`src/rtl/demod_pkg.sv`:
```
package demod_pkg;

    // fft size
    localparam int NFFT    = 8;
    localparam int FFT_LEN = 2 ** NFFT;

    // normal cyclic prefix at this sample rate
    localparam int CP_LEN = 18;

    // 240 subcarriers of one SSB centred in the fft
    localparam int SC_START = 8;
    localparam int SC_USED  = 240;

    // SSS sits in the middle 127 subcarriers of symbol 1
    localparam int SSS_START = 64;
    localparam int SSS_LEN   = 127;

    // 20 slots of 14 symbols between SSBs
    localparam int SYMS_BTWN_SSB = 280;

    typedef logic [NFFT-1:0] sc_idx_t;  // subcarrier index
    typedef logic [8:0]      sym_idx_t; // symbol inside the SSB period
    typedef logic [4:0]      cp_cnt_t;  // prefix sample counter

endpackage

```
`src/rtl/cp_strip_fsm.sv`:
```
`timescale 1ns/1ns

module cp_strip_fsm
    import demod_pkg::*;
#(
    parameter int IN_DW      = 32,
    parameter int CP_ADVANCE = 9
) (
    input  logic             clk_i,
    input  logic             reset_ni,
    input  logic [IN_DW-1:0] s_axis_in_tdata_i,
    input  logic             s_axis_in_tvalid_i,
    input  logic             s_axis_in_tlast_i,
    output logic [IN_DW-1:0] fft_di_o,
    output logic             fft_di_en_o
);

    typedef enum logic [1:0] {
        SKIP_CP,
        TAKE_SYMBOL,
        SKIP_END
    } cp_state_e;

    cp_state_e state;
    cp_cnt_t   cp_cnt;
    sc_idx_t   take_cnt;   // wraps at FFT_LEN by width

    always_ff @(posedge clk_i) begin
        if (!reset_ni) begin
            state    <= SKIP_CP;
            cp_cnt   <= '0;
            take_cnt <= '0;
        end else if (s_axis_in_tvalid_i) begin
            case (state)
                SKIP_CP: begin
                    if (cp_cnt == cp_cnt_t'(CP_ADVANCE - 1)) begin
                        state    <= TAKE_SYMBOL;
                        take_cnt <= '0;
                    end else begin
                        cp_cnt <= cp_cnt + 1'b1;
                    end
                end
                TAKE_SYMBOL: begin
                    take_cnt <= take_cnt + 1'b1;
                    if (take_cnt == sc_idx_t'(FFT_LEN - 1)) begin
                        cp_cnt <= '0;
                        // window may end exactly on tlast when CP_ADVANCE == CP_LEN
                        state  <= s_axis_in_tlast_i ? SKIP_CP : SKIP_END;
                    end
                end
                SKIP_END: begin
                    if (s_axis_in_tlast_i) state <= SKIP_CP; // drop repeated tail
                end
                default: state <= SKIP_CP;
            endcase
        end
    end

    always_ff @(posedge clk_i) begin
        if (!reset_ni) begin
            fft_di_en_o <= 1'b0;
        end else begin
            fft_di_en_o <= s_axis_in_tvalid_i && (state == TAKE_SYMBOL);
        end
    end

    always_ff @(posedge clk_i) begin
        fft_di_o <= s_axis_in_tdata_i;
    end

endmodule

```
`config.mk`:
```
export PLATFORM = sky130hd
export DESIGN_NAME = cp_strip_fsm
export DESIGN_NICKNAME = d
export VERILOG_FILES = /design/src/rtl/demod_pkg.sv /design/src/rtl/cp_strip_fsm.sv
export SDC_FILE = /design/constraint.sdc
export NUM_CORES = 1
export LEC_CHECK = 0
export BUFFER_PORTS_ARGS = -buffer_cell sky130_fd_sc_hd__buf_2
export CAP_MARGIN = 15
export CORE_ASPECT_RATIO = 1.25
export CORE_MARGIN = 2
export CORE_UTILIZATION = 35
export DETAILED_ROUTE_END_ITERATION = 6
export GPL_ROUTABILITY_DRIVEN = 0
export PLACE_DENSITY = 0.71
export SYNTH_ARGS = -nofsm -noshare
export SYNTH_HDL_FRONTEND = slang
export SYNTH_SLANG_ARGS = --single-unit
```
`constraint.sdc`:
```
create_clock -name clk_i -period 3.71 [get_ports clk_i]
set_input_delay 0 -clock clk_i [delete_from_list [all_inputs] [get_ports clk_i]]
set_output_delay 0 -clock clk_i [all_outputs]
set_load 0.02 [all_outputs]
```
# Word level (Yosys, flattened, before mapping)
# Index checks and enable logic that the tools add are counted.
# W data, S select, Z words.
# word_totals
ff_bits	48
in_bits	36
wordCells	31
output_inout_bits	33
# op_classes
n_reduce_logical	6
muxes	10
n_eq_ne	8
n_addsub	2
# ops
operator	n
$pmux W8 S2	1
$mux W5	2
$pmux W5 S2	1
$add A8 B1 Y8 const B	1
$eq A8 B8 Y1 const B	1
$mux W2	4
$mux W8	1
$ne A2 B2 Y1 const B	4
$reduce_and A4 Y1	2
$pmux W2 S3	1
$add A5 B1 Y5 const B	1
$eq A5 B4 Y1 const B	1
$reduce_and A3 Y1	1
$eq A2 B1 Y1 const B	1
$eq A2 B2 Y1 const B	1
$logic_not A2 Y1	1
$reduce_bool A2 Y1	1
$logic_and A1 B1 Y1	1

# Depth between registers and ports, before layout
# logic_depth
word_depth	3
ltp_mapped	6
mapped_depth_nobuf	6

# Worst setup path after synthesis
# Ideal clock, no wire load.
# synth_path
path_type	flip-flop to flip-flop
start	register take_cnt[0]
end	register cp_cnt[4]
stages_incl_launch_ff	6
n_path_buf	0
required_time_ps	3591
setup_ps	119
arrival_time_ps	1261
slack_ps	2331
period_less_slack_ps	1379
path_cell_list	dfxtp_1 > ha_1 > and4_4 > and3_4 > o21ai_4 > o221a_2
# synth_via
elab_chain_len	3
# synth_rtl
element	line_no	rtl
start: declaration	cp_strip_fsm.sv:26	sc_idx_t take_cnt;
start signal: assignment	cp_strip_fsm.sv:44	take_cnt <= take_cnt + 1'b1;
$eq A8 B8 Y1	cp_strip_fsm.sv:45	if (take_cnt == sc_idx_t'(FFT_LEN - 1)) begin
$ne A2 B2 Y1 (no line)	-	
$reduce_and A4 Y1 (no line)	-	
end signal: assignment	cp_strip_fsm.sv:40	cp_cnt <= cp_cnt + 1'b1;
end: declaration	cp_strip_fsm.sv:25	cp_cnt_t cp_cnt;
# Every way passes these cells.
# A chain may end at the register's enable or synchronous reset.

# Worst setup path after layout
# layout_path
start	register take_cnt[0]
end	register cp_cnt[3]
# The elaborated chain is that of the path after synthesis.

==> impl_metrics.tcl <==
set metrics [dict create \
    detail-route-antenna-nets 0 \
    clock_latency_ns 0.30 \
    crit_chain "ha_1 > and4_4 > and3_4 > o21ai_4 > o221a_2" \
    grt.overflow.total 0 \
    n_fill_cell 354 \
    required_ns 3.90 \
    setup_violations 0 \
    viasPerCell 4.66 \
    crit_cells 5 \
    area_growth_pct 53.8 \
    drv_slew 0 \
    nNetsFinal 278 \
    initial_utilization_pct 36.7 \
    arrival_ns 1.68 \
    p_sw_uw 240 \
    startpoint_type "flop" \
    worstHoldPathType "in -> reg" \
    syn_area_um2 1520 \
    worst_pin_slew_ns 0.357 \
    cts_sinks 48 \
    critical_path_class "reg -> reg" \
    port_buffers 68 \
    p_clk_share_pct 34.4 \
    fp.coreArea_um2 4130 \
    path_clk_slew_ns 0.09 \
    cts_tree "built" \
    switching_share_pct 24.4 \
    intPower_uw 744 \
    max-clock-path-buffers 2 \
    wl_met3_um 380 \
    p_per_area_nw_per_um2 422 \
    syn-num-nets 174 \
    period_minus_slack_ns 1.48 \
    layout_common_cells "buf_2 (68), dfxtp_1 (48), dlygate4sd3_1 (32), nand2_1 (13), nand3_1 (10)" \
    drc 0 \
    p_seq_share_pct 55.1 \
    p_comb_share_pct 10.5 \
    cts_root_buffer "clkbuf_8" \
    final_common_cell "buf_2" \
    grt_max_degree 21 \
    synth_cell_types 38 \
    cp_max_fo 5 \
    synthCells 135 \
    worstHoldPathCells 4 \
    routed-wl-met2_um 1910 \
    ir_worst_vdd_mv 0.380 \
    yosysWarnings 0 \
    max_freq_mhz 674 \
    die_y_um 77.6 \
    rsz0062_at_grt "false" \
    clock_skew_ns 0.00621 \
    drive_gt1_share_pct 35.8 \
    num_rows 26 \
    max_slew_margin_pct 76.1 \
    crit_buf_inv 0 \
    ys_seq_area_share_pct 63.3 \
    diodes 0 \
    m1WireLength_um 1580 \
    end_kind "flop" \
    antenna_found_initial 0 \
    synth-seq-cells 48 \
    drt_first_pass_iters 4 \
    grt_usage_pct 17.0 \
    tns_ns 0 \
    p_leak_uw 0.00106 \
    slowest_stage "dfxtp_1" \
    hold_viol 0 \
    num_io_pins 69 \
    cts.htree.levels 2 \
    postRouteWirelength_um 3920 \
    fin_crit_sh_pct 40.0 \
    die_x_um 62.9 \
    dp_hpwl_um 2210 \
    critical-path-max-stage-delay_ns 0.38 \
    routedWlPerCell_um 13.2 \
    avgSynthCellArea_um2 11.2 \
    drt_iter0_drc 52 \
    maxCapViolCount 0 \
    grt_pass1_wl_um 6430 \
    via_count 1378 \
    top_layer "met4" \
    dieArea_um2 4880 \
    critPathTopFamily "simple AND/OR/NAND/NOR gates" \
    status "completed" \
    cts_buffers 5 \
    reg2regPathDepth 5 \
    grt_pass1_vias 1450 \
    final_util_pct 56.5 \
]
[sequential cells by signal (all words and copies together), names as in the netlist]
signal / cells
cp_cnt: 5
fft_di_en_o: 1
fft_di_o: 32
state: 2
take_cnt: 8
[cell families (layout without fill, tap and decap cells)]
kind of cell / count (synthesis) / in the layout / synth area share [%]
AND/OR/NAND/NOR: 51 / 51 / 18.8
flip-flops: 48 / 48 / 63.3
AO/OA/AOI/OAI: 27 / 27 / 13.3
buffers and inverters: 5 / 110 / 1.48
adder cells (fa/ha/maj): 3 / 3 / 2.47
multiplexers: 1 / 1 / 0.660
[cells in the mapped netlist]
master,n,area [um^2]
dfxtp_1,48,961
nand2_1,13,48.8
nand3_1,10,50.1
nor2_1,9,33.8
o21ai_0,8,40.0
a21boi_0,4,30.0
ha_1,3,37.5
o221a_2,3,33.8
a21oi_1,2,10.0
a31oi_1,2,12.5
and3_1,2,12.5
clkbuf_1,2,7.51
inv_1,2,7.51
nand3b_1,2,15.0
nor2b_1,2,12.5
a21boi_1,1,7.51
a31o_1,1,8.76
and2_1,1,6.26
and2b_1,1,7.51
and3_4,1,11.3
and3b_1,1,8.76
and4_4,1,11.3
and4bb_4,1,16.3
buf_4,1,7.51
mux2i_1,1,10.0
nand2b_1,1,6.26
nand4b_1,1,8.76
nand4bb_1,1,11.3
nor2_2,1,6.26
nor3_1,1,5.00
nor3b_1,1,7.51
nor4_1,1,6.26
o211a_1,1,10.0
o211ai_1,1,7.51
o21a_1,1,7.51
o21a_2,1,8.76
o21ai_2,1,8.76
o21ai_4,1,16.3
[routing by layer]
| layer | vias to the layer above | GRT usage, % |
|---|---|---|
| met5 | - | 0 |
| met3 | 4 | 7.97 |
| met2 | 62 | 30.3 |
| met1 | 634 | 17.5 |
| met4 | 0 | 5.33 |
| li1 | 678 | - |
[through the flow]
step | power [uW] | cells | hold WS, ns | setup slack, ns | instance area [um^2]
2_1_floorplan | 590 | 135 | 0.0277 | 2.33 | 1520
3_3_place_gp | 627 | 256 | 0.102 | 2.29 | 1910
3_5_place_dp | 628 | 256 | 0.104 | 2.25 | 1910
4_1_cts | 987 | 296 | 0.0116 | 2.23 | 2330
5_1_grt | 1020 | 296 | 0.0286 | 2.10 | 2330
6_report | 984 | 296 | 0.00716 | 2.23 | 2330
[timing repair]
| action | in CTS | in global routing |
|---|---|---|
| buffers inserted | 0 | 0 |
| hold buffers | 32 | 0 |
| gates resized for setup | 0 | 0 |
| endpoints found under the hold margin | 32 | 0 |
[worst reg2reg max path, stage by stage, from the launching register on]
cell     delay (ns)
dfxtp_1        0.38
ha_1           0.23
and4_4         0.26
and3_4         0.20
o21ai_4        0.08
o221a_2        0.24
[cell type report]
class                   count  area [um^2]  area share (%)
clock buffers               6         82.6            3.54
clock inverters             2         17.5           0.751
inverters                   2         7.51           0.322
multi-input cells          82          534            22.9
flip-flops and latches     48          961            41.2
well taps                  56         70.1            3.00
repair buffers            100          661            28.3
[worst paths after layout]
check	slack, ns	start	end
max reg2reg	2.23	take_cnt[0]	cp_cnt[3]
min	0.007	s_axis_in_tlast_i	state[1]
max	2.23	take_cnt[0]	cp_cnt[3]
min reg2reg	0.50	take_cnt[1]	take_cnt[1]
[power by group through the flow]
stage               clock, uW  combinational (uW)  sequential (uW)
floorplan                   0                12.4              578
global route              366                 112              544
global placement            0                74.1              553
finish                    339                 103              542
detailed placement          0                75.1              553
CTS                       346                 100              541
Power figures use the tool's default switching activity.
