===== src/rtl/demod_pkg.sv =====
package demod_pkg;

    // fft size
    localparam int NFFT    = 8;
    localparam int FFT_LEN = 2 ** NFFT;

    // normal cyclic prefix at this sample rate
    localparam int CP_LEN = 18;

    // 240 subcarriers of one SSB centred in the fft
    localparam int SC_START = 8;
    localparam int SC_USED  = 240;

    // SSS sits in the middle 127 subcarriers of symbol 1
    localparam int SSS_START = 64;
    localparam int SSS_LEN   = 127;

    // 20 slots of 14 symbols between SSBs
    localparam int SYMS_BTWN_SSB = 280;

    typedef logic [NFFT-1:0] sc_idx_t;  // subcarrier index
    typedef logic [8:0]      sym_idx_t; // symbol inside the SSB period
    typedef logic [4:0]      cp_cnt_t;  // prefix sample counter

endpackage


===== src/rtl/symbol_counter.sv =====
`timescale 1ns/1ns

module symbol_counter
    import demod_pkg::*;
(
    input  logic     clk_i,
    input  logic     reset_ni,
    input  logic     fft_do_vl_i,
    output sc_idx_t  sc_idx_o,
    output sym_idx_t sym_idx_o
);

    logic sc_wrap;

    assign sc_wrap = (sc_idx_o == sc_idx_t'(FFT_LEN - 1));

    // outputs show the index of the next fft result
    always_ff @(posedge clk_i) begin
        if (!reset_ni) begin
            sc_idx_o  <= '0;
            sym_idx_o <= '0;
        end else if (fft_do_vl_i) begin
            if (sc_wrap) begin
                sc_idx_o <= '0;
                if (sym_idx_o == sym_idx_t'(SYMS_BTWN_SSB - 1)) begin
                    sym_idx_o <= '0;
                end else begin
                    sym_idx_o <= sym_idx_o + 1'b1;
                end
            end else begin
                sc_idx_o <= sc_idx_o + 1'b1;
            end
        end
    end

endmodule


===== config.mk =====
export PLATFORM = sky130hd
export DESIGN_NAME = symbol_counter
export DESIGN_NICKNAME = d
export VERILOG_FILES = /design/src/rtl/demod_pkg.sv /design/src/rtl/symbol_counter.sv
export SDC_FILE = /design/constraint.sdc
export NUM_CORES = 1
export LEC_CHECK = 0
export BUFFER_PORTS_ARGS = -buffer_cell sky130_fd_sc_hd__buf_4
export CAP_MARGIN = 0
export CORE_MARGIN = 8
export CORE_UTILIZATION = 50
export CTS_BUF_LIST = sky130_fd_sc_hd__clkbuf_2 sky130_fd_sc_hd__clkbuf_4 sky130_fd_sc_hd__clkbuf_8
export DETAILED_ROUTE_END_ITERATION = 8
export HOLD_SLACK_MARGIN = 0.06
export PLACE_DENSITY_LB_ADDON = 0.1
export SKIP_LAST_GASP = 1
export SYNTH_ARGS = -nofsm -noshare
export SYNTH_HDL_FRONTEND = slang
export SYNTH_SLANG_ARGS = --single-unit

===== constraint.sdc =====
create_clock -name clk_i -period 2.4 [get_ports clk_i]
set_clock_uncertainty 0.1 [all_clocks]
set_input_delay 0.6 -clock clk_i [delete_from_list [all_inputs] [get_ports clk_i]]
set_output_delay 0.6 -clock clk_i [all_outputs]
set_load 0.01 [all_outputs]

**Word-level counts from Yosys, hierarchy flattened**

Index checks and enable logic that the tools add are counted.

- Register bits after elaboration: 17
- Bits of input ports: 3
- Output and inout port bits: 17
- Logic and storage cells: 9

- Add/subtract/negate cells: 2
- Eq/ne operators: 2
- Multiplexer cells: 2
- Reductions and logical operators: 1

Operators with widths:

| kind | count |
|---|---|
| adder 9 x 1 -> 9 bit, second input constant | 1 |
| == test 9 bit, second input constant | 1 |
| 2-to-1 mux 9 bit | 1 |
| adder 8 x 1 -> 8 bit, second input constant | 1 |
| == test 8 bit, second input constant | 1 |
| 2-to-1 mux 8 bit | 1 |
| AND reduction 2 bit | 1 |

**Depth between registers and ports, before layout**

- Depth in word-level cells: 2
- Depth in mapped cells: 5
- Mapped depth without buffers: 5

**Worst setup path before layout**

No wires, ideal clock.

- Path type: flip-flop to flip-flop
- Start: register sym_idx_o[3]
- End: register sym_idx_o[4]
- Library setup time: 0.117 ns
- Arrival: 1.414 ns
- Data required time: 2.183 ns
- Path slack: 0.768 ns
- Cell stages (with the launch flop): 5
- Path buffers: 0
- Period minus slack after synthesis: 1.632 ns
- Path through: dfxtp_1 or4b_4 nor2_4 o21ai_1 a32o_1

- Word-level cells in the longest chain between the ends: 2
- Elaborated cells between the ends (all ways): 3
- Classes of those cells: add/sub (1); eq/ne (1); mux (1)

RTL lines:

| item | line | RTL |
|---|---|---|
| start, declared | symbol_counter.sv:10 | `output sym_idx_t sym_idx_o` |
| start signal, assigned | symbol_counter.sv:28 | `sym_idx_o <= sym_idx_o + 1'b1;` |
| adder 9 x 1 -> 9 bit or == test 9 bit (tied branches) | symbol_counter.sv:28, symbol_counter.sv:25 |  |
| 2-to-1 mux 9 bit (*) | symbol_counter.sv:25 | `if (sym_idx_o == sym_idx_t'(SYMS_BTWN_SSB - 1)) begin` |

Every way passes the cells marked *; elsewhere a longest branch is shown, timed or not.
A chain may end at the register's enable or synchronous reset.

**Final worst setup path**

- Start: register sc_idx_o[0]
- End: register sym_idx_o[6]

- Word-level cells in the longest chain between the ends: 2

RTL lines:

| item | line | RTL |
|---|---|---|
| start, declared | symbol_counter.sv:9 | `output sc_idx_t sc_idx_o,` |
| start signal, assigned | symbol_counter.sv:31 | `sc_idx_o <= sc_idx_o + 1'b1;` |
| == test 8 bit | symbol_counter.sv:15 | `assign sc_wrap = (sc_idx_o == sc_idx_t'(FFT_LEN - 1));` |
| AND reduction 2 bit (no line) | - |  |

Every way passes these cells.

==> results by group <==
Clock network
  – CTS Hold Buffers Added: 0
  – Clock sink total: 17
  – # H-tree levels: 1
  – TritonCTS Buffers: 3
  – Clk buf depth: 2
  – Post-cts repair resize count: 0
  – Root buffer cell: clkbuf_4
  – Total setup buffers inserted after CTS: 0
  – Clock tree from TritonCTS: done
  – Clock-pin slew reported for the worst setup and hold paths after clock tree synthesis: 0.10 ns
  – Clk_lat worst skew: 0.30 ns

Floorplanning
  – Starting Density: 51.4%
  – Die width: 57.4 um
  – Placement Rows: 15
  – Die Footprint: 3300 um^2
  – Core Region: 1670 um^2
  – Die Height: 57.4 um
  – Boundary pin count: 20

STA
  – Max-slew headroom: 75.3%
  – Fmax: 0.548 GHz
  – Part of the cycle the worst path needs: 76.0%
  – Slew at the pin closest to its max-slew limit: 0.369 ns
  – Max-slew violations: 0
  – Hold slack: 0.441 ns
  – Final Hold Vio Count: 0
  – Count of final setup violators: 0
  – Time the final worst path needs with I/O delays and setup: 1.82 ns
  – RSZ-0062 raised after global routing: no
  – Final total negative setup slack: 0 ns

Power
  – Cell Pwr Density: 461 nW/um^2
  – Combinational cell fraction of total power: 5.2%
  – Switching part of the total: 22.5%
  – Leakage dissipation: 0.437 nW
  – Pint: 373 uW
  – IR drop worst, VDD: 317 uV
  – Sequential share of power: 59.9%
  – Switching component of the power: 108 uW
  – Power share of the clock group: 34.9%

Finish
  – Area overhead of the layout relative to synthesis: 21.7%
  – Post-route design area: 1040 um^2
  – Final cell count without fillers: 133
  – Ratio of cells with drive above 1 in the final layout: 23.3%
  – Number of fillers in the final layout: 159
  – Ant diodes: 0
  – Number of nets at the end of the flow: 122

Placed design
  – Final Wtd Congestion: 0.800
  – Half-perimeter wire length of the detailed placement result: 1350 um
  – Post-DP Area: 1010 um^2
  – DP Cell Count: 129
  – Port-buffer cells: 19

Synth
  – Cell count after synthesis: 95
  – Number of distinct library cell variants in the gate-level netlist after synthesis: 32
  – Number of nets produced by synthesis: 100
  – Number of warning messages in the yosys log: 0
  – Mux share of post-synthesis cell area: 2.33%
  – Post-synthesis average cell area: 9.03 um^2
  – Sequential-to-total area share from yosys stat: 39.7%
  – Simple-gate area share of the yosys netlist: 33.4%
  – Fraction of the mapped netlist area in compound gates: 12.8%
  – Number of storage elements in the synthesis netlist: 17
  – Share of synthesized cell area in full adder, half adder and majority cells: 2.92%
  – Main combinational cell family by area after synthesis: simple AND/OR/NAND/NOR gates
  – Post-synthesis instance area: 858 um^2
  – Post-synthesis xor/xnor area fraction: 7.14%

Critical path
  – Cells along the critical path: ha_1 -> nand4_2 -> nor2_1 -> o21ai_1 -> a32o_1
  – CP peak stage delay: 0.39 ns
  – Critical path data required time: 2.50 ns
  – Cell at the slowest stage of the critical path: dfxtp_1
  – Element type at the critical path end: register
  – Critical-path maximum fanout: 9
  – Crit Path Category: reg2reg
  – Critical Path Start Type: register
  – Buffers & Inverters on Critical Path: 0
  – Data arrival time of the critical path: 1.93 ns
  – Largest delay contributor family on the critical path: simple AND/OR/NAND/NOR gates

Drt
  – Remaining design rule violation count: 0
  – Per-cell via count in the routed design: 5.67
  – Routed Wire Length: 1840 um
  – Remaining number of nets flagged by the antenna check after routing: 0
  – Initial DRT Pass Iterations: 4
  – 1st-iter DRT viols: 12
  – Detail-routed net length per standard cell: 13.8 um
  – Via count: 754

Global route
  – GRT overflow: 0
  – Aggregate global-route resource usage: 12.0%
  – Wire length of the first global-routing pass: 3150 um
  – Number of global-route vias before repair: 683
  – Maximum number of pins on one net before global-route repair: 21
  – Antenna violations before repair: 0

Outcome
  – Result of the run: finished clean

Min path
  – Worst hold path type: reg2reg

Run
  – Number of maximum-capacitance violations: 0
## cells in the final DEF, fill, tap and decap left out, types with 2 or more instances in the layout
master    count
ha_1          2
o21ai_1       3
buf_4        19
dfxtp_1      17
o21ai_0       3
nor4_1        3
xnor2_1       3
nor2_1        7
nand2_1       8
and2_1        7
a21boi_0      3
nand4_1       2
and3b_1       3
xor2_1        4
a32o_1        3
inv_1         2
clkbuf_4      4
nand3_1       6
mux2i_1       2
nor2b_1       2
## routing by layer
metal / GRT usage (%) / wire length [um] / up-vias
met4: 5.36 / 34 / 0
li1: - / - / 387
met3: 5.61 / 148 / 5
met5: 0 / 0 / -
met1: 14.2 / 896 / 337
met2: 17.7 / 758 / 25
## state kept, by name (all words and copies together) (netlist names)
signal / flops
sym_idx_o: 9
sc_idx_o: 8
## cell usage after synthesis
| cell type | instances | area (um^2) |
|---|---|---|
| dfxtp_1 | 17 | 340 |
| nand2_1 | 8 | 30.0 |
| and2_1 | 7 | 43.8 |
| nor2_1 | 7 | 26.3 |
| nand3_1 | 6 | 30.0 |
| xor2_1 | 4 | 35.0 |
| a21boi_0 | 3 | 22.5 |
| a32o_1 | 3 | 30.0 |
| and3b_1 | 3 | 26.3 |
| nor4_1 | 3 | 18.8 |
| o21ai_0 | 3 | 15.0 |
| o21ai_1 | 3 | 15.0 |
| xnor2_1 | 3 | 26.3 |
| clkbuf_1 | 2 | 7.51 |
| ha_1 | 2 | 25.0 |
| inv_1 | 2 | 7.51 |
| mux2i_1 | 2 | 20.0 |
| nand4_1 | 2 | 12.5 |
| nor2b_1 | 2 | 12.5 |
| and3_1 | 1 | 6.26 |
| and4_1 | 1 | 8.76 |
| nand3b_1 | 1 | 7.51 |
| nand4_2 | 1 | 12.5 |
| nand4b_1 | 1 | 8.76 |
| nor2_4 | 1 | 11.3 |
| nor3_1 | 1 | 5.00 |
| o21a_1 | 1 | 7.51 |
| o221a_2 | 1 | 11.3 |
| o2bb2ai_1 | 1 | 8.76 |
| or2_1 | 1 | 6.26 |
| or3_1 | 1 | 6.26 |
| or4b_4 | 1 | 13.8 |
## worst paths after layout
check / from / end / slack (ns) / cells after the start
worst max-delay path: sc_idx_o[0] / sym_idx_o[6] / 0.58 / 5
worst min-delay path: sc_idx_o[6] / sc_idx_o[6] / 0.44 / 2
worst max register to register: sc_idx_o[0] / sym_idx_o[6] / 0.58 / 5
worst min register to register: sc_idx_o[6] / sc_idx_o[6] / 0.44 / 2
## cell families after synthesis
kind of cell,count (synthesis)
buffers and inverters,4
flip-flops,17
multiplexers,2
adder cells (fa/ha/maj),2
AND/OR/NAND/NOR,48
AO/OA/AOI/OAI,15
XOR/XNOR,7
## cell type report
cell class | count | area (um^2) | area share (%)
sequential | 17 | 340 | 32.6
multi-input combinational | 74 | 503 | 48.1
clock buffer | 4 | 30.0 | 2.87
tap | 17 | 21.3 | 2.04
inverter | 2 | 7.51 | 0.719
timing repair buffer | 19 | 143 | 13.7
## power by group through the flow
stage	clock (mW)	combinational [mW]	sequential (mW)
finish	0.168	0.0250	0.288
global route	0.182	0.0280	0.289
CTS	0.174	0.0255	0.288
detailed placement	0	0.0253	0.295
global placement	0	0.0246	0.295
floorplan	0	0.0128	0.296
## through the flow
| stage | setup slack, ns | utilization, % | total power, mW |
|---|---|---|---|
| final | 0.576 | 62.5 | 0.482 |
| after global routing | 0.415 | 62.5 | 0.499 |
| after CTS | 0.585 | 62.5 | 0.488 |
| after detailed placement | 0.492 | 60.7 | 0.320 |
| after global placement | 0.533 | 60.7 | 0.319 |
| after floorplan | 0.768 | - | 0.309 |
## worst register-to-register path, cell delays in order (launching register included)
cell and delay, ns:
dfxtp_1 0.39, ha_1 0.22, nand4_2 0.24, nor2_1 0.37
o21ai_1 0.13, a32o_1 0.27
Power figures use the tool's default switching activity.
