## src/rtl/demod_pkg.sv

```systemverilog
package demod_pkg;

    // fft size
    localparam int NFFT    = 8;
    localparam int FFT_LEN = 2 ** NFFT;

    // normal cyclic prefix at this sample rate
    localparam int CP_LEN = 18;

    // 240 subcarriers of one SSB centred in the fft
    localparam int SC_START = 8;
    localparam int SC_USED  = 240;

    // SSS sits in the middle 127 subcarriers of symbol 1
    localparam int SSS_START = 64;
    localparam int SSS_LEN   = 127;

    // 20 slots of 14 symbols between SSBs
    localparam int SYMS_BTWN_SSB = 280;

    typedef logic [NFFT-1:0] sc_idx_t;  // subcarrier index
    typedef logic [8:0]      sym_idx_t; // symbol inside the SSB period
    typedef logic [4:0]      cp_cnt_t;  // prefix sample counter

endpackage

```

## src/rtl/sc_stream_if.sv

```systemverilog
`timescale 1ns/1ns

// one tagged frequency-domain subcarrier per valid cycle
interface sc_stream_if #(
    parameter int IN_DW = 32
);
    logic [IN_DW-1:0] data;      // {im, re}
    logic             valid;     // used subcarrier
    logic             last;      // last used subcarrier of the symbol
    logic             pbch_sym;  // symbol 0 of the period
    logic             pbch_mark;
    logic             sss_mark;

    modport src (output data, valid, last, pbch_sym, pbch_mark, sss_mark);
    modport dst (input  data, valid, last, pbch_sym, pbch_mark, sss_mark);

endinterface

```

## src/rtl/sc_tagger.sv

```systemverilog
`timescale 1ns/1ns

module sc_tagger
    import demod_pkg::*;
#(
    parameter int IN_DW = 32
) (
    input  logic             clk_i,
    input  logic             reset_ni,
    input  logic [IN_DW-1:0] fft_do_i,
    input  logic             fft_do_vl_i,
    input  sc_idx_t          sc_idx_i,
    input  sym_idx_t         sym_idx_i,
    sc_stream_if.src         out_o
);

    logic used_sc;
    logic sss_sc;
    logic last_sc;

    assign used_sc = (sc_idx_i >= SC_START) && (sc_idx_i <= SC_START + SC_USED - 1);
    assign sss_sc  = (sc_idx_i >= SSS_START) && (sc_idx_i <= SSS_START + SSS_LEN - 1);
    assign last_sc = (sc_idx_i == SC_START + SC_USED - 1);

    always_ff @(posedge clk_i) begin
        if (!reset_ni) begin
            out_o.valid     <= 1'b0;
            out_o.last      <= 1'b0;
            out_o.pbch_sym  <= 1'b0;
            out_o.pbch_mark <= 1'b0;
            out_o.sss_mark  <= 1'b0;
        end else begin
            out_o.valid     <= fft_do_vl_i && used_sc;
            out_o.last      <= fft_do_vl_i && last_sc;
            out_o.pbch_sym  <= fft_do_vl_i && (sym_idx_i == 0);
            out_o.pbch_mark <= fft_do_vl_i && used_sc && (sym_idx_i == 0);
            out_o.sss_mark  <= fft_do_vl_i && sss_sc && (sym_idx_i == 1);
        end
    end

    always_ff @(posedge clk_i) begin
        out_o.data <= fft_do_i;
    end

endmodule

```

## src/flat_wrapper.sv

```systemverilog
// flat-port wrapper written by rule: the top's interface ports become plain ports
module sc_tagger_flat import demod_pkg::*;
#(
    parameter int IN_DW = 32
)
  (clk_i, reset_ni, fft_do_i, fft_do_vl_i, sc_idx_i, sym_idx_i, out_o_data, out_o_valid, out_o_last, out_o_pbch_sym, out_o_pbch_mark, out_o_sss_mark);
  sc_stream_if #(.IN_DW(IN_DW)) out_o_i ();
  input  logic clk_i;
  input  logic reset_ni;
  input  logic [IN_DW-1:0] fft_do_i;
  input  logic fft_do_vl_i;
  input  sc_idx_t sc_idx_i;
  input  sym_idx_t sym_idx_i;
  output wire logic [$bits(out_o_i.data)-1:0] out_o_data;
  output wire logic [$bits(out_o_i.valid)-1:0] out_o_valid;
  output wire logic [$bits(out_o_i.last)-1:0] out_o_last;
  output wire logic [$bits(out_o_i.pbch_sym)-1:0] out_o_pbch_sym;
  output wire logic [$bits(out_o_i.pbch_mark)-1:0] out_o_pbch_mark;
  output wire logic [$bits(out_o_i.sss_mark)-1:0] out_o_sss_mark;
  assign out_o_data = out_o_i.data;
  assign out_o_valid = out_o_i.valid;
  assign out_o_last = out_o_i.last;
  assign out_o_pbch_sym = out_o_i.pbch_sym;
  assign out_o_pbch_mark = out_o_i.pbch_mark;
  assign out_o_sss_mark = out_o_i.sss_mark;
  sc_tagger #(.IN_DW(IN_DW)) u_core (.clk_i(clk_i), .reset_ni(reset_ni), .fft_do_i(fft_do_i), .fft_do_vl_i(fft_do_vl_i), .sc_idx_i(sc_idx_i), .sym_idx_i(sym_idx_i), .out_o(out_o_i));
endmodule
```

## config.mk

```make
export PLATFORM = sky130hd
export DESIGN_NAME = sc_tagger_flat
export DESIGN_NICKNAME = d
export VERILOG_FILES = /design/src/rtl/demod_pkg.sv /design/src/rtl/sc_stream_if.sv /design/src/rtl/sc_tagger.sv /design/src/flat_wrapper.sv
export SDC_FILE = /design/constraint.sdc
export NUM_CORES = 1
export LEC_CHECK = 0
export BUFFER_PORTS_ARGS = -buffer_cell sky130_fd_sc_hd__clkbuf_2
export CAP_MARGIN = 30
export CORE_MARGIN = 2
export CORE_UTILIZATION = 30
export DETAILED_ROUTE_END_ITERATION = 6
export GPL_TIMING_DRIVEN = 0
export PLACE_DENSITY_LB_ADDON = 0.25
export SLEW_MARGIN = 20
export SYNTH_ARGS = -nofsm -noshare
export SYNTH_HDL_FRONTEND = slang
export SYNTH_SLANG_ARGS = --single-unit
```

## constraint.sdc

```tcl
create_clock -name clk_i -period 0.8 [get_ports clk_i]
set_input_delay 0 -clock clk_i [delete_from_list [all_inputs] [get_ports clk_i]]
set_output_delay 0 -clock clk_i [all_outputs]
set_load 0.01 [all_outputs]
```

## After elaboration in Yosys (flattened, before gate mapping)

Index checks and enable logic that the tools add are counted.

- Add/subtract/negate cells: 0
- Multiply operators: 0
- Divide/modulo/power cells: 0
- $lt $le $gt $ge: 4
- Equality and inequality tests: 2
- Shifts and indexed selects: 0
- Mux-type cells: 0
- Bitwise operators: 0
- Reductions and logical operators: 9

Operator list:

| kind | count |
|---|---|
| $le A8 B8 Y1 const B | 2 |
| $eq A9 B1 Y1 const B | 1 |
| $logic_not A9 Y1 | 1 |
| $eq A8 B8 Y1 const B | 1 |
| $ge A8 B4 Y1 const B | 1 |
| $ge A8 B7 Y1 const B | 1 |
| $logic_and A1 B1 Y1 | 8 |

- Register bits after elaboration: 37
- Bits in latches: 0
- Memory bits (writable): 0
- Bits in read-only memories: 0
- Input bits: 52
- Output and inout bits: 37
- Memories kept: 0

## Logic depth before layout (Yosys ltp)

- Depth in word-level cells: 4
- Depth in mapped cells: 3
- Depth with buffers taken out: 3

## Least setup slack after synthesis

Ideal clock, no wire load.

- Path type: input to register
- Start: in sc_idx_i[7]
- End: reg u_core.out_o.valid
- Library setup time: 0.121 ns
- Data arrival time: 0.747 ns
- Slack: -0.068 ns
- Stages on the path: 3
- Path through: or4_1 > o22ai_1 > nor2_1

- Word-level cells in the longest chain between the ends: 3

RTL lines:

| element | RTL line | text |
|---|---|---|
| start: declaration | flat_wrapper.sv:12 | `input sc_idx_t sc_idx_i;` |
| $ge A8 B4 Y1 or $le A8 B8 Y1 (tied branches) | sc_tagger.sv:21 | `assign used_sc = (sc_idx_i >= SC_START) && (sc_idx_i <= SC_START + SC_USED - 1);` |
| $logic_and A1 B1 Y1 * | sc_tagger.sv:21 |  |
| $logic_and A1 B1 Y1 * | sc_tagger.sv:33 | `out_o.valid <= fft_do_vl_i && used_sc;` |
| end signal: assignment | sc_tagger.sv:33 |  |
| end: declaration | sc_stream_if.sv:14 | `modport src (output data, valid, last, pbch_sym, pbch_mark, sss_mark);` |

Every way passes the cells marked *; elsewhere a longest branch is shown, timed or not.
A chain may end at the register's enable or synchronous reset.

==> results_dict.tcl <==
set metrics [dict create \
    status "finished, violations left" \
    violations "negative hold slack" \
    yosysTopAreaCell "dfxtp_1" \
    cts_tree "yes" \
    min_period_ps 797 \
    powerDensity_nw_per_um2 1900 \
    cts_made_buffers 5 \
    synth_area_leaders "dfxtp_1, nor4_2, nand3_1" \
    rsz0062_at_grt "yes" \
    drive_gt1_share_pct 64.1 \
    setup_viol_count_final 0 \
    start_util_pct 31.4 \
    worstMarginPinSlew_ps 315 \
    pre_cts_slack_ps -173 \
    first_pass_iters 3 \
    grt.overflow.total 0 \
    synth_seq_cells 37 \
    period_share_pct 99.6 \
    area_delta_synth_final_pct 133 \
    synth-simple-area-share_pct 11.6 \
    crit_chain "clkbuf_2, dlygate4sd3_1, nand3_2, nor4_2" \
    holdBufCountCts 40 \
    power.total_mw 3.81 \
    routed_wl_mm 2.93 \
    die_h_um 57.5 \
    clock_path_buffers 2 \
    holdWs_ps -55.8 \
    holdPathStages 3 \
    critPathTopFamily "buffers and inverters" \
    diodes 0 \
    grt_first_pass_wirelength_mm 3.78 \
    synthXorXnorAreaFrac_pct 1.02 \
    clkTransAtPathRegs_ps 100 \
    fin_area_um2 2000 \
    slew_violations 0 \
    p_leak_nw 0.958 \
    synth_fa_ha_area_share_pct 0 \
    ys_types 12 \
    hold_start "sym_idx_i[5]" \
    cp_num_buf_inv 2 \
    synth.cell_area_um2 860 \
    avgSynthCellArea_um2 15.3 \
    wl_per_cell_um 13.2 \
    dpl.cell_count 175 \
    synth_fp_nets 108 \
    drc 0 \
    grt_start_max_net_pins 13 \
    fill_cells 171 \
    rows 19 \
    dieArea_um2 3310 \
    cp.required_ps 1030 \
    synth_compound_area_share_pct 0.728 \
    drt_iter0_drc 24 \
    crit_type "in -> reg" \
    io_pins 89 \
    hp-class "in -> reg" \
    final_cells 223 \
    cap_violations 0 \
    critPathLaunchType "input pin" \
    antenna_found_initial 0 \
    synth_top_family_by_area "simple AND/OR/NAND/NOR gates" \
    critPathMaxFanout 3 \
    synth.area.mux_share_pct 0 \
    hold-path-endpoint "u_core.out_o.sss_mark" \
    utilization_pct 73.2 \
    ant_nets 0 \
    vdd_drop_max_v 0.00177 \
    place_area_um2 1350 \
    gp_congestion 0.656 \
    synth_top_area_share_pct 86.2 \
    cpMaxStageDelayCell "dlygate4sd3_1" \
    vias 964 \
    cts_sinks 37 \
    yosysWarnings 0 \
    ys_seq_area_share_pct 86.2 \
    max_freq_mhz 1260 \
    post_cts_buffers 0 \
    hold_viol 4 \
    worst_slack_ps 3.19 \
    max_stage_delay_ps 580 \
    placeableCoreArea_um2 2730 \
    grt_usage_pct 15.8 \
    vias_per_cell 4.32 \
    worst_setup_path_end_kind "flip-flop" \
    port_buffers 88 \
    root_buffer "clkbuf_4" \
    htree_num_levels 2 \
    die_x_um 57.5 \
    slew_headroom_pct 78.8 \
    synth_cells 56 \
    grt_pass1_vias 943 \
    worstPathArrival_ps 1030 \
    final_nets 243 \
    tns_ps 0 \
]
## layout make-up
type / count / area [µm²] / area share [%]
clock buffers: 6 / 51.3 / 2.56
well taps: 31 / 38.8 / 1.94
clock inverters: 2 / 37.5 / 1.88
multi-input cells: 18 / 130 / 6.50
flip-flops and latches: 37 / 767 / 38.3
inverters: 1 / 3.75 / 0.188
repair buffers: 128 / 972 / 48.6
## repair_timing
item / 4_1_cts / 5_1_grt
pin swaps: 0 / 1
endpoints found under the hold margin: 37 / 4
resized for setup: 4 / 76
gates cloned: 0 / 0
endpoints found under the setup margin: 11 / 39
## sequential cells by signal (all words and copies together) (netlist names)
name	cells
u_core.out_o.pbch_mark	1
u_core.out_o.last	1
u_core.out_o.sss_mark	1
u_core.out_o.valid	1
u_core.out_o.data	32
u_core.out_o.pbch_sym	1
## power breakdown
part	switching (mW)	internal, mW
combinational	0.177	0.335
clock	0.582	0.743
sequential	0.0326	1.94
## placed cells by master, fill, tap and decap left out, drive strengths merged
master and instances:
dlygate4sd3 40, nor3 2, nor4 4, bufinv 1
nor2 1, nand3 3, or4 2, dfxtp 37
buf 37, inv 1, clkinvlp 1, xor2 1
nand2 4, clkbuf 57, o22ai 1
## cell usage after synthesis
library cell and n:
or4_1 1, xor2_1 1, nand2_1 4, inv_1 1, dfxtp_1 37, nor3_1 2
nor4_1 2, nor2_1 1, or4_4 1, o22ai_1 1, nand3_1 3, nor4_2 2
## worst min-delay path, cell delays in order
cell and delay, ps:
clkbuf_2 80, or4_4 120, nor4_2 40
## worst max-delay path by stage
stage / depth (start not counted) / start / slack, ps / end
after global routing: 1 / u_core.out_o.data[1] / -40 / out_o_data[1]
final: 4 / reset_ni / 3 / u_core.out_o.pbch_mark
after CTS: 1 / u_core.out_o.data[26] / -8 / out_o_data[26]
after detailed placement: 4 / sc_idx_i[7] / -170 / u_core.out_o.pbch_mark
after floorplan: 2 / sym_idx_i[1] / -10 / u_core.out_o.pbch_mark
after global placement: 4 / sc_idx_i[7] / -160 / u_core.out_o.valid
## metal layers
metal	GRT usage [%]	wire length [µm]	part of all wire [%]
met1	12.4	897	31
met2	31.2	1690	57
met3	8.16	317	11
met4	6.98	32	1.1
met5	0	0	0
## kinds of logic (layout without fill, tap and decap cells)
kind of cell / Yosys count / count (layout)
xor+xnor: 1 / 1
flops: 37 / 37
simple gates: 16 / 16
compound gates: 1 / 1
buf+inv: 1 / 137
(Power assumes the default switching activity.)
